**src/hdl/mips_core_pkg.sv**
```systemverilog
`default_nettype none

package mips_core_pkg;

    localparam int WORD_W   = 32;
    localparam int REG_W    = 5;
    localparam int NUM_REGS = 32;
    localparam int IMM_W    = 16;
    localparam int SHAMT_W  = 5;

    typedef logic [REG_W-1:0]  reg_addr_t;
    typedef logic [WORD_W-1:0] word_t;

    localparam word_t     ZERO_WORD = '0;
    localparam reg_addr_t REG_ZERO  = '0;

    // Instruction fields, register format
    typedef struct packed {
        logic [5:0]         opcode;
        reg_addr_t          rs;
        reg_addr_t          rt;
        reg_addr_t          rd;
        logic [SHAMT_W-1:0] shamt;
        logic [5:0]         funct;
    } inst_t;

    typedef enum logic [5:0] {
        OP_SPECIAL = 6'b000000,
        OP_ANDI    = 6'b001100,
        OP_ORI     = 6'b001101,
        OP_XORI    = 6'b001110,
        OP_LUI     = 6'b001111
    } opcode_e;

    typedef enum logic [5:0] {
        F_SLL  = 6'b000000,
        F_SRL  = 6'b000010,
        F_SRA  = 6'b000011,
        F_SLLV = 6'b000100,
        F_SRLV = 6'b000110,
        F_SRAV = 6'b000111,
        F_MOVZ = 6'b001010,
        F_MOVN = 6'b001011,
        F_MFHI = 6'b010000,
        F_MTHI = 6'b010001,
        F_MFLO = 6'b010010,
        F_MTLO = 6'b010011,
        F_AND  = 6'b100100,
        F_OR   = 6'b100101,
        F_XOR  = 6'b100110,
        F_NOR  = 6'b100111
    } funct_e;

    typedef enum logic [3:0] {
        ALU_NOP, ALU_OR, ALU_AND, ALU_XOR, ALU_NOR,
        ALU_SLL, ALU_SRL, ALU_SRA,
        ALU_MOVN, ALU_MOVZ, ALU_MFHI, ALU_MFLO, ALU_MTHI, ALU_MTLO
    } alu_op_e;

    typedef enum logic [1:0] {
        SEL_NOP, SEL_LOGIC, SEL_SHIFT, SEL_MOVE
    } alu_sel_e;

    typedef struct packed {
        alu_op_e   aluop;
        alu_sel_e  alusel;
        word_t     op1;
        word_t     op2;
        reg_addr_t wd;
        logic      wreg;
    } decode_out_t;

    typedef struct packed {
        logic      we;
        reg_addr_t addr;
        word_t     data;
    } reg_write_t;

endpackage

`default_nettype wire
```
**src/hdl/mini_mips_top.sv**
```systemverilog
`timescale 1ns/1ps
`default_nettype none

module mini_mips_top import mips_core_pkg::*; #(
    parameter int unsigned            INST_ADDR_W = 32,
    parameter logic [INST_ADDR_W-1:0] RESET_PC    = '0
) (
    input  logic                   clk,
    input  logic                   reset_i,
    input  word_t                  inst_i,
    output logic [INST_ADDR_W-1:0] inst_addr_o,
    output reg_write_t             debug_wb_o
);

    word_t       id_inst;
    logic        rd1_en;
    logic        rd2_en;
    reg_addr_t   rd1_addr;
    reg_addr_t   rd2_addr;
    word_t       rd1_data;
    word_t       rd2_data;
    decode_out_t dec;
    reg_write_t  ex_fwd;
    reg_write_t  wb;

    fetch_stage #(
        .INST_ADDR_W (INST_ADDR_W),
        .RESET_PC    (RESET_PC)
    ) fetch0 (
        .clk         (clk),
        .reset_i     (reset_i),
        .inst_i      (inst_i),
        .inst_addr_o (inst_addr_o),
        .inst_o      (id_inst)
    );

    inst_decode decode0 (
        .inst_i     (id_inst),
        .rd1_data_i (rd1_data),
        .rd2_data_i (rd2_data),
        .ex_fwd_i   (ex_fwd),
        .wb_fwd_i   (wb),
        .rd1_en_o   (rd1_en),
        .rd2_en_o   (rd2_en),
        .rd1_addr_o (rd1_addr),
        .rd2_addr_o (rd2_addr),
        .dec_o      (dec)
    );

    reg_file regs0 (
        .clk        (clk),
        .reset_i    (reset_i),
        .wr_i       (wb),
        .rd1_en_i   (rd1_en),
        .rd2_en_i   (rd2_en),
        .rd1_addr_i (rd1_addr),
        .rd2_addr_i (rd2_addr),
        .rd1_data_o (rd1_data),
        .rd2_data_o (rd2_data)
    );

    execute exec0 (
        .clk      (clk),
        .reset_i  (reset_i),
        .dec_i    (dec),
        .ex_fwd_o (ex_fwd),
        .wb_o     (wb)
    );

    assign debug_wb_o = wb;

endmodule

`default_nettype wire

```
**src/hdl/execute.sv**
```systemverilog
`timescale 1ns/1ps
`default_nettype none

module execute import mips_core_pkg::*; (
    input  logic        clk,
    input  logic        reset_i,
    input  decode_out_t dec_i,
    output reg_write_t  ex_fwd_o,
    output reg_write_t  wb_o
);

    decode_out_t        dec_q;
    word_t              hi_q;
    word_t              lo_q;
    word_t              logic_res;
    word_t              shift_res;
    word_t              move_res;
    word_t              result;
    logic [SHAMT_W-1:0] shamt;
    reg_write_t         wb_q;

    // Decode/execute register
    always_ff @(posedge clk) begin
        if (reset_i) begin
            dec_q <= '0;
        end else begin
            dec_q <= dec_i;
        end
    end

    always_comb begin
        case (dec_q.aluop)
            ALU_OR:  logic_res = dec_q.op1 | dec_q.op2;
            ALU_AND: logic_res = dec_q.op1 & dec_q.op2;
            ALU_XOR: logic_res = dec_q.op1 ^ dec_q.op2;
            ALU_NOR: logic_res = ~(dec_q.op1 | dec_q.op2);
            default: logic_res = ZERO_WORD;
        endcase
    end

    // op1 holds the amount, op2 the value
    assign shamt = dec_q.op1[SHAMT_W-1:0];

    always_comb begin
        case (dec_q.aluop)
            ALU_SLL: shift_res = dec_q.op2 << shamt;
            ALU_SRL: shift_res = dec_q.op2 >> shamt;
            ALU_SRA: shift_res = word_t'($signed(dec_q.op2) >>> shamt);
            default: shift_res = ZERO_WORD;
        endcase
    end

    always_comb begin
        case (dec_q.aluop)
            ALU_MOVN, ALU_MOVZ: move_res = dec_q.op1;
            ALU_MFHI:           move_res = hi_q;
            ALU_MFLO:           move_res = lo_q;
            default:            move_res = ZERO_WORD;
        endcase
    end

    always_comb begin
        case (dec_q.alusel)
            SEL_LOGIC: result = logic_res;
            SEL_SHIFT: result = shift_res;
            SEL_MOVE:  result = move_res;
            default:   result = ZERO_WORD;
        endcase
    end

    // Visible to the next MFHI/MFLO in execute
    always_ff @(posedge clk) begin
        if (reset_i) begin
            hi_q <= ZERO_WORD;
            lo_q <= ZERO_WORD;
        end else if (dec_q.aluop == ALU_MTHI) begin
            hi_q <= dec_q.op1;
        end else if (dec_q.aluop == ALU_MTLO) begin
            lo_q <= dec_q.op1;
        end
    end

    always_comb begin
        ex_fwd_o.we   = dec_q.wreg;
        ex_fwd_o.addr = dec_q.wd;
        ex_fwd_o.data = result;
    end

    // Execute/writeback register
    always_ff @(posedge clk) begin
        if (reset_i) begin
            wb_q <= '0;
        end else begin
            wb_q <= ex_fwd_o;
        end
    end

    assign wb_o = wb_q;

endmodule

`default_nettype wire

```
**src/hdl/reg_file.sv**
```systemverilog
`timescale 1ns/1ps
`default_nettype none

module reg_file import mips_core_pkg::*; (
    input  logic       clk,
    input  logic       reset_i,
    input  reg_write_t wr_i,
    input  logic       rd1_en_i,
    input  logic       rd2_en_i,
    input  reg_addr_t  rd1_addr_i,
    input  reg_addr_t  rd2_addr_i,
    output word_t      rd1_data_o,
    output word_t      rd2_data_o
);

    // r0 has no storage
    word_t regs [1:NUM_REGS-1];

    always_ff @(posedge clk) begin
        if (reset_i) begin
            for (int i = 1; i < NUM_REGS; i++) begin
                regs[i] <= ZERO_WORD;
            end
        end else if (wr_i.we) begin
            regs[wr_i.addr] <= wr_i.data;
        end
    end

    function automatic word_t read_port(input logic en, input reg_addr_t addr);
        word_t val;
        if (!en || addr == REG_ZERO) begin
            val = ZERO_WORD;
        end else if (wr_i.we && wr_i.addr == addr) begin
            // Same-cycle write passes through
            val = wr_i.data;
        end else begin
            val = regs[addr];
        end
        return val;
    endfunction

    assign rd1_data_o = read_port(rd1_en_i, rd1_addr_i);
    assign rd2_data_o = read_port(rd2_en_i, rd2_addr_i);

endmodule

`default_nettype wire

```
**src/hdl/inst_decode.sv**
```systemverilog
`timescale 1ns/1ps
`default_nettype none

module inst_decode import mips_core_pkg::*; (
    input  word_t       inst_i,
    input  word_t       rd1_data_i,
    input  word_t       rd2_data_i,
    input  reg_write_t  ex_fwd_i,
    input  reg_write_t  wb_fwd_i,
    output logic        rd1_en_o,
    output logic        rd2_en_o,
    output reg_addr_t   rd1_addr_o,
    output reg_addr_t   rd2_addr_o,
    output decode_out_t dec_o
);

    inst_t     inst;
    word_t     imm;
    alu_op_e   aluop;
    alu_sel_e  alusel;
    reg_addr_t wd;
    logic      wreg;
    logic      wreg_ok;
    word_t     op1;
    word_t     op2;

    // Execute result wins over writeback, then the register file
    function automatic word_t pick_operand(
        input logic       en,
        input reg_addr_t  addr,
        input word_t      rf_data,
        input reg_write_t ex_fwd,
        input reg_write_t wb_fwd,
        input word_t      imm_val
    );
        word_t val;
        if (!en) begin
            val = imm_val;
        end else if (ex_fwd.we && ex_fwd.addr == addr) begin
            val = ex_fwd.data;
        end else if (wb_fwd.we && wb_fwd.addr == addr) begin
            val = wb_fwd.data;
        end else begin
            val = rf_data;
        end
        return val;
    endfunction

    assign inst       = inst_i;
    assign rd1_addr_o = inst.rs;
    assign rd2_addr_o = inst.rt;

    always_comb begin
        aluop    = ALU_NOP;
        alusel   = SEL_NOP;
        wd       = inst.rd;
        wreg     = 1'b0;
        rd1_en_o = 1'b0;
        rd2_en_o = 1'b0;
        imm      = ZERO_WORD;
        case (inst.opcode)
            OP_SPECIAL: begin
                if (inst.shamt == '0) begin
                    // Register forms read rs and rt by default
                    rd1_en_o = 1'b1;
                    rd2_en_o = 1'b1;
                    wreg     = 1'b1;
                    case (inst.funct)
                        F_OR, F_AND, F_XOR, F_NOR: begin
                            alusel = SEL_LOGIC;
                            aluop  = (inst.funct == F_OR)  ? ALU_OR :
                                     (inst.funct == F_AND) ? ALU_AND :
                                     (inst.funct == F_XOR) ? ALU_XOR : ALU_NOR;
                        end
                        F_SLLV, F_SRLV, F_SRAV: begin
                            alusel = SEL_SHIFT;
                            aluop  = (inst.funct == F_SLLV) ? ALU_SLL :
                                     (inst.funct == F_SRLV) ? ALU_SRL : ALU_SRA;
                        end
                        F_MOVN, F_MOVZ: begin
                            alusel = SEL_MOVE;
                            aluop  = (inst.funct == F_MOVN) ? ALU_MOVN : ALU_MOVZ;
                        end
                        F_MFHI, F_MFLO: begin
                            alusel   = SEL_MOVE;
                            aluop    = (inst.funct == F_MFHI) ? ALU_MFHI : ALU_MFLO;
                            rd1_en_o = 1'b0;
                            rd2_en_o = 1'b0;
                        end
                        F_MTHI, F_MTLO: begin
                            aluop    = (inst.funct == F_MTHI) ? ALU_MTHI : ALU_MTLO;
                            rd2_en_o = 1'b0;
                            wreg     = 1'b0;
                        end
                        default: begin
                            rd1_en_o = 1'b0;
                            rd2_en_o = 1'b0;
                            wreg     = 1'b0;
                        end
                    endcase
                end
                // Immediate shifts, rs field is zero
                if (inst.rs == REG_ZERO &&
                    (inst.funct == F_SLL || inst.funct == F_SRL || inst.funct == F_SRA)) begin
                    alusel   = SEL_SHIFT;
                    aluop    = (inst.funct == F_SLL) ? ALU_SLL :
                               (inst.funct == F_SRL) ? ALU_SRL : ALU_SRA;
                    rd1_en_o = 1'b0;
                    rd2_en_o = 1'b1;
                    wreg     = 1'b1;
                    imm      = {{(WORD_W-SHAMT_W){1'b0}}, inst.shamt};
                end
            end
            OP_ORI, OP_ANDI, OP_XORI: begin
                alusel   = SEL_LOGIC;
                aluop    = (inst.opcode == OP_ORI)  ? ALU_OR :
                           (inst.opcode == OP_ANDI) ? ALU_AND : ALU_XOR;
                rd1_en_o = 1'b1;
                wreg     = 1'b1;
                wd       = inst.rt;
                imm      = {{(WORD_W-IMM_W){1'b0}}, inst_i[IMM_W-1:0]};
            end
            OP_LUI: begin
                alusel   = SEL_LOGIC;
                aluop    = ALU_OR;
                rd1_en_o = 1'b1;
                wreg     = 1'b1;
                wd       = inst.rt;
                imm      = {inst_i[IMM_W-1:0], {(WORD_W-IMM_W){1'b0}}};
            end
            default: begin
            end
        endcase
    end

    assign op1 = pick_operand(rd1_en_o, rd1_addr_o, rd1_data_i, ex_fwd_i, wb_fwd_i, imm);
    assign op2 = pick_operand(rd2_en_o, rd2_addr_o, rd2_data_i, ex_fwd_i, wb_fwd_i, imm);

    // Conditional moves depend on the resolved rt value
    always_comb begin
        wreg_ok = wreg;
        if (aluop == ALU_MOVN) begin
            wreg_ok = (op2 != ZERO_WORD);
        end else if (aluop == ALU_MOVZ) begin
            wreg_ok = (op2 == ZERO_WORD);
        end
        if (wd == REG_ZERO) begin
            wreg_ok = 1'b0;
        end
    end

    always_comb begin
        dec_o.aluop  = aluop;
        dec_o.alusel = alusel;
        dec_o.op1    = op1;
        dec_o.op2    = op2;
        dec_o.wd     = wd;
        dec_o.wreg   = wreg_ok;
    end

endmodule

`default_nettype wire

```
**src/hdl/fetch_stage.sv**
```systemverilog
`timescale 1ns/1ps
`default_nettype none

module fetch_stage import mips_core_pkg::*; #(
    parameter int unsigned            INST_ADDR_W = 32,
    parameter logic [INST_ADDR_W-1:0] RESET_PC    = '0
) (
    input  logic                   clk,
    input  logic                   reset_i,
    input  word_t                  inst_i,
    output logic [INST_ADDR_W-1:0] inst_addr_o,
    output word_t                  inst_o
);

    logic [INST_ADDR_W-1:0] pc_q;
    word_t                  inst_q;

    // Fixed step, no stalls
    always_ff @(posedge clk) begin
        if (reset_i) begin
            pc_q <= RESET_PC;
        end else begin
            pc_q <= pc_q + INST_ADDR_W'(4);
        end
    end

    // Fetch/decode register
    always_ff @(posedge clk) begin
        if (reset_i) begin
            inst_q <= ZERO_WORD;
        end else begin
            inst_q <= inst_i;
        end
    end

    assign inst_addr_o = pc_q;
    assign inst_o      = inst_q;

endmodule

`default_nettype wire

```
**config.mk**
```make
export PLATFORM = sky130hd
export DESIGN_NAME = mini_mips_top
export DESIGN_NICKNAME = d
export VERILOG_FILES = /design/src/hdl/mips_core_pkg.sv /design/src/hdl/mini_mips_top.sv /design/src/hdl/execute.sv /design/src/hdl/reg_file.sv /design/src/hdl/inst_decode.sv /design/src/hdl/fetch_stage.sv
export SDC_FILE = /design/constraint.sdc
export NUM_CORES = 2
export LEC_CHECK = 0
export BUFFER_PORTS_ARGS = -buffer_cell sky130_fd_sc_hd__buf_2
export CAP_MARGIN = 20
export CORE_AREA = 2 2 404 606
export DETAILED_ROUTE_END_ITERATION = 6
export DIE_AREA = 0 0 406 608
export PLACE_DENSITY = 0.43
export SKIP_CTS_REPAIR_TIMING = 1
export SLEW_MARGIN = 20
export SYNTH_ARGS = -nofsm -noshare
export SYNTH_HDL_FRONTEND = slang
export SYNTH_SLANG_ARGS = --single-unit
export TNS_END_PERCENT = 20
```
**constraint.sdc**
```tcl
create_clock -name clk -period 6.24 [get_ports clk]
set_clock_uncertainty 0.05 [all_clocks]
set_input_delay 1.248 -clock clk [delete_from_list [all_inputs] [get_ports clk]]
set_output_delay 1.248 -clock clk [all_outputs]
set_load 0.03 [all_outputs]
```
==> results.toml <==
[run_status]
status = "completed"

[min_path]
whs_path_depth = 2
min_path_type = "reg2reg"

[setup_path]
crit_required_ns = 6.88
worstSetupPathType = "reg2reg"
reg2regPathDepth = 11
crit_family = "compound AO/OA/AOI/OAI gates"
critPathSlowestCell = "dfxtp_4"
crit_path_max_incr_delay_ns = 0.87
arrival_ns = 6.18
worstPathCellList = "nor2_1 > o311ai_0 > o221ai_1 > a221o_1 > a31oi_1 > a2111o_1 > nand3_1 > or4_1 > or4_4 > xnor2_1 > o31a_1"
end_kind = "register"
worst-path-buf-inv = 0
startpoint_type = "register"
path_depth = 11
cp_max_fo = 50

[sta]
finalHoldViolCount = 0
slew_headroom_pct = 10.62
fmax_mhz = 180.4
rsz0062_at_grt = "false"
tightest_slew_ns = 1.341
setup_violations = 0
tns_ns = 0
fin_crit_sh_pct = 88.82
fin_crit_ns = 5.543
slew_violations = 0

[logic_synthesis]
synth_compound_area_share_pct = 6.925
synth_top_area_cell = "edfxtp_1"
synthMuxAreaShare_pct = 23.12
synth.distinct_cells = 93
synth_xor_area_share_pct = 0.5474
yosysMostFrequentCell = "edfxtp_1"
synth_simple_gate_area_share_pct = 14.94
yosysSeqAreaShare_pct = 49.38
synth-seq-cells = 1264
yosys_warnings = 0
synthAdderAreaFrac_pct = 1.164
synth-edff-count = 1024
syn_avg_cell_area_um2 = 12.86
ys.flop_type = "edfxtp_1"
synthCells = 5599
synth_common_cells = "edfxtp_1 (1024), and2_1 (947), mux4_2 (643), clkbuf_1 (420), nand2_1 (320)"
syn_area_mm2 = 0.07200
synth_top_area_share_pct = 42.71
synth_top_family_by_area = "multiplexers"
synth_area_leaders = "edfxtp_1 (43%), mux4_2 (20%), and2_1 (8.2%), dfxtp_1 (6.7%), mux2i_1 (2.3%)"
synth_async_sr_flop_share_pct = 0

[cts]
numCtsBuffers = 145
clockBufferDepth = 4
clock_sinks = 1264
cts_tree = "built"
root_buffer = "clkbuf_16"
cts_htree_levels = 4
path_clk_slew_ns = 0.06
clock_latency_ns = 0.81

[place]
hpwl_mm = 241.7
gp_congestion = 0.9962
io_buffers = 101
place_area_mm2 = 0.07768

[floorplan]
die_x_um = 406
ios = 104
fp.dieArea_mm2 = 0.2468
start_util_pct = 29.83
die_h_um = 608
std_cell_rows = 221
core_mm2 = 0.2414

[drt]
drc_errors = 0
wl_mm = 369.9
final_antenna_net_count = 0
viasPerCell = 5.892
drtPass1Iterations = 6
drtIter0Drc = 6053
wire_per_inst_um = 41.30
num_vias = 52780

[grt]
overflow = 0
first_global_vias = 53440
grt_first_pass_wirelength_mm = 492.8
antenna_found_initial = 54
gr-max-usage-layer = "met2"
grt.total_usage_pct = 29.65
grt_max_degree = 78
grtUsageMet1_pct = 31.52
grt_use_met2_pct = 51.40
use_met3_pct = 5.442

[final_layout]
finalInstanceArea_mm2 = 0.08201
area_growth_pct = 13.90
nNetsFinal = 5707
drive_gt1_share_pct = 25.79

[power_and_ir_drop]
leakage_nw = 27.73
cellPowerDensity_mw_per_mm2 = 238.0
ir_worst_vdd_mv = 0.2095

[job]
drv_cap = 0
[area by class of cell]
class,count,area [um^2]
tap,3233,4045
clock inverter,63,385.4
multi-input combinational,3658,34050
sequential,1264,35610
timing repair buffer,458,3706
antenna,25,62.56
fill,23650,159400
clock buffer,177,3864
inverter,79,296.5
[layout by cell type, fill, tap and decap left out, types with 67 or more instances in the layout]
cell          n
and2_1      945
nand2_1     319
buf_4       316
a21oi_1     215
nor2_1      224
o21ai_0      69
edfxtp_1   1024
clkbuf_16   149
nor3_1      105
buf_2       100
ha_1         67
dfxtp_1     221
mux2i_1     169
nor2b_1      71
mux4_2      643
a22oi_1      83
inv_1        76
a211oi_1     92
[tightest hold or removal path: cells and delay by family, from the launching register on]
family             cells  cell delay, ns
AOI/OAI and AO/OA      1            0.05
and+or+nand+nor        1            0.05
DFF                    1            0.31
[state kept, by name, summed over array words and instances (netlist names)]
signal,flops
exec0.dec_q,70
exec0.ex_fwd_o,6
exec0.hi_q,32
exec0.lo_q,32
exec0.wb_o,38
fetch0.inst_addr_o,30
fetch0.inst_o,32
regs0.regs,1024
[through the flow]
stage | instances | util, % | worst slack, ns | power, mW | hold WS (ns)
2_1_floorplan | 5600 | - | 2.025 | 10.55 | 0.3857
3_5_place_dp | 8692 | 32.18 | 0.7811 | 11.41 | 0.3962
4_1_cts | 8932 | 33.94 | 0.7561 | 19.66 | 0.4043
5_1_grt | 8939 | 33.96 | 0.5597 | 19.98 | 0.4244
3_3_place_gp | 8690 | 32.16 | 0.7304 | 11.40 | 0.3906
6_report | 8957 | 33.97 | 0.6975 | 19.52 | 0.4028
[power by group]
group	switching (mW)	internal, mW	leakage [nW]
sequential	0.152	9.28	12.8
combinational	1.15	0.669	12.9
clock	3.76	4.51	2.10
[logic make-up after synthesis]
kind of cell               count (synthesis)
AOI/OAI and AO/OA                        736
DFF                                     1264
and+or+nand+nor                         1959
muxes                                    849
adders and majority gates                 67
xor gates and xnor gates                  45
other                                      1
buffers and inverters                    678
[layer usage]
| metal | vias up | share of wire [%] |
|---|---|---|
| met5 | - | 0.019 |
| met4 | 10 | 9.4 |
| li1 | 21270 | - |
| met3 | 1030 | 6.8 |
| met1 | 27730 | 33 |
| met2 | 2735 | 50 |
[path summary, 6_finish.rpt]
check | from | end | slack [ns]
max reg2reg | exec0.dec_q[39] | exec0.ex_fwd_o[37] | 0.70
min reg2reg | exec0.hi_q[10] | exec0.hi_q[10] | 0.40
min | exec0.hi_q[10] | exec0.hi_q[10] | 0.40
max | exec0.dec_q[39] | exec0.ex_fwd_o[37] | 0.70
(Power assumes the default switching activity.)
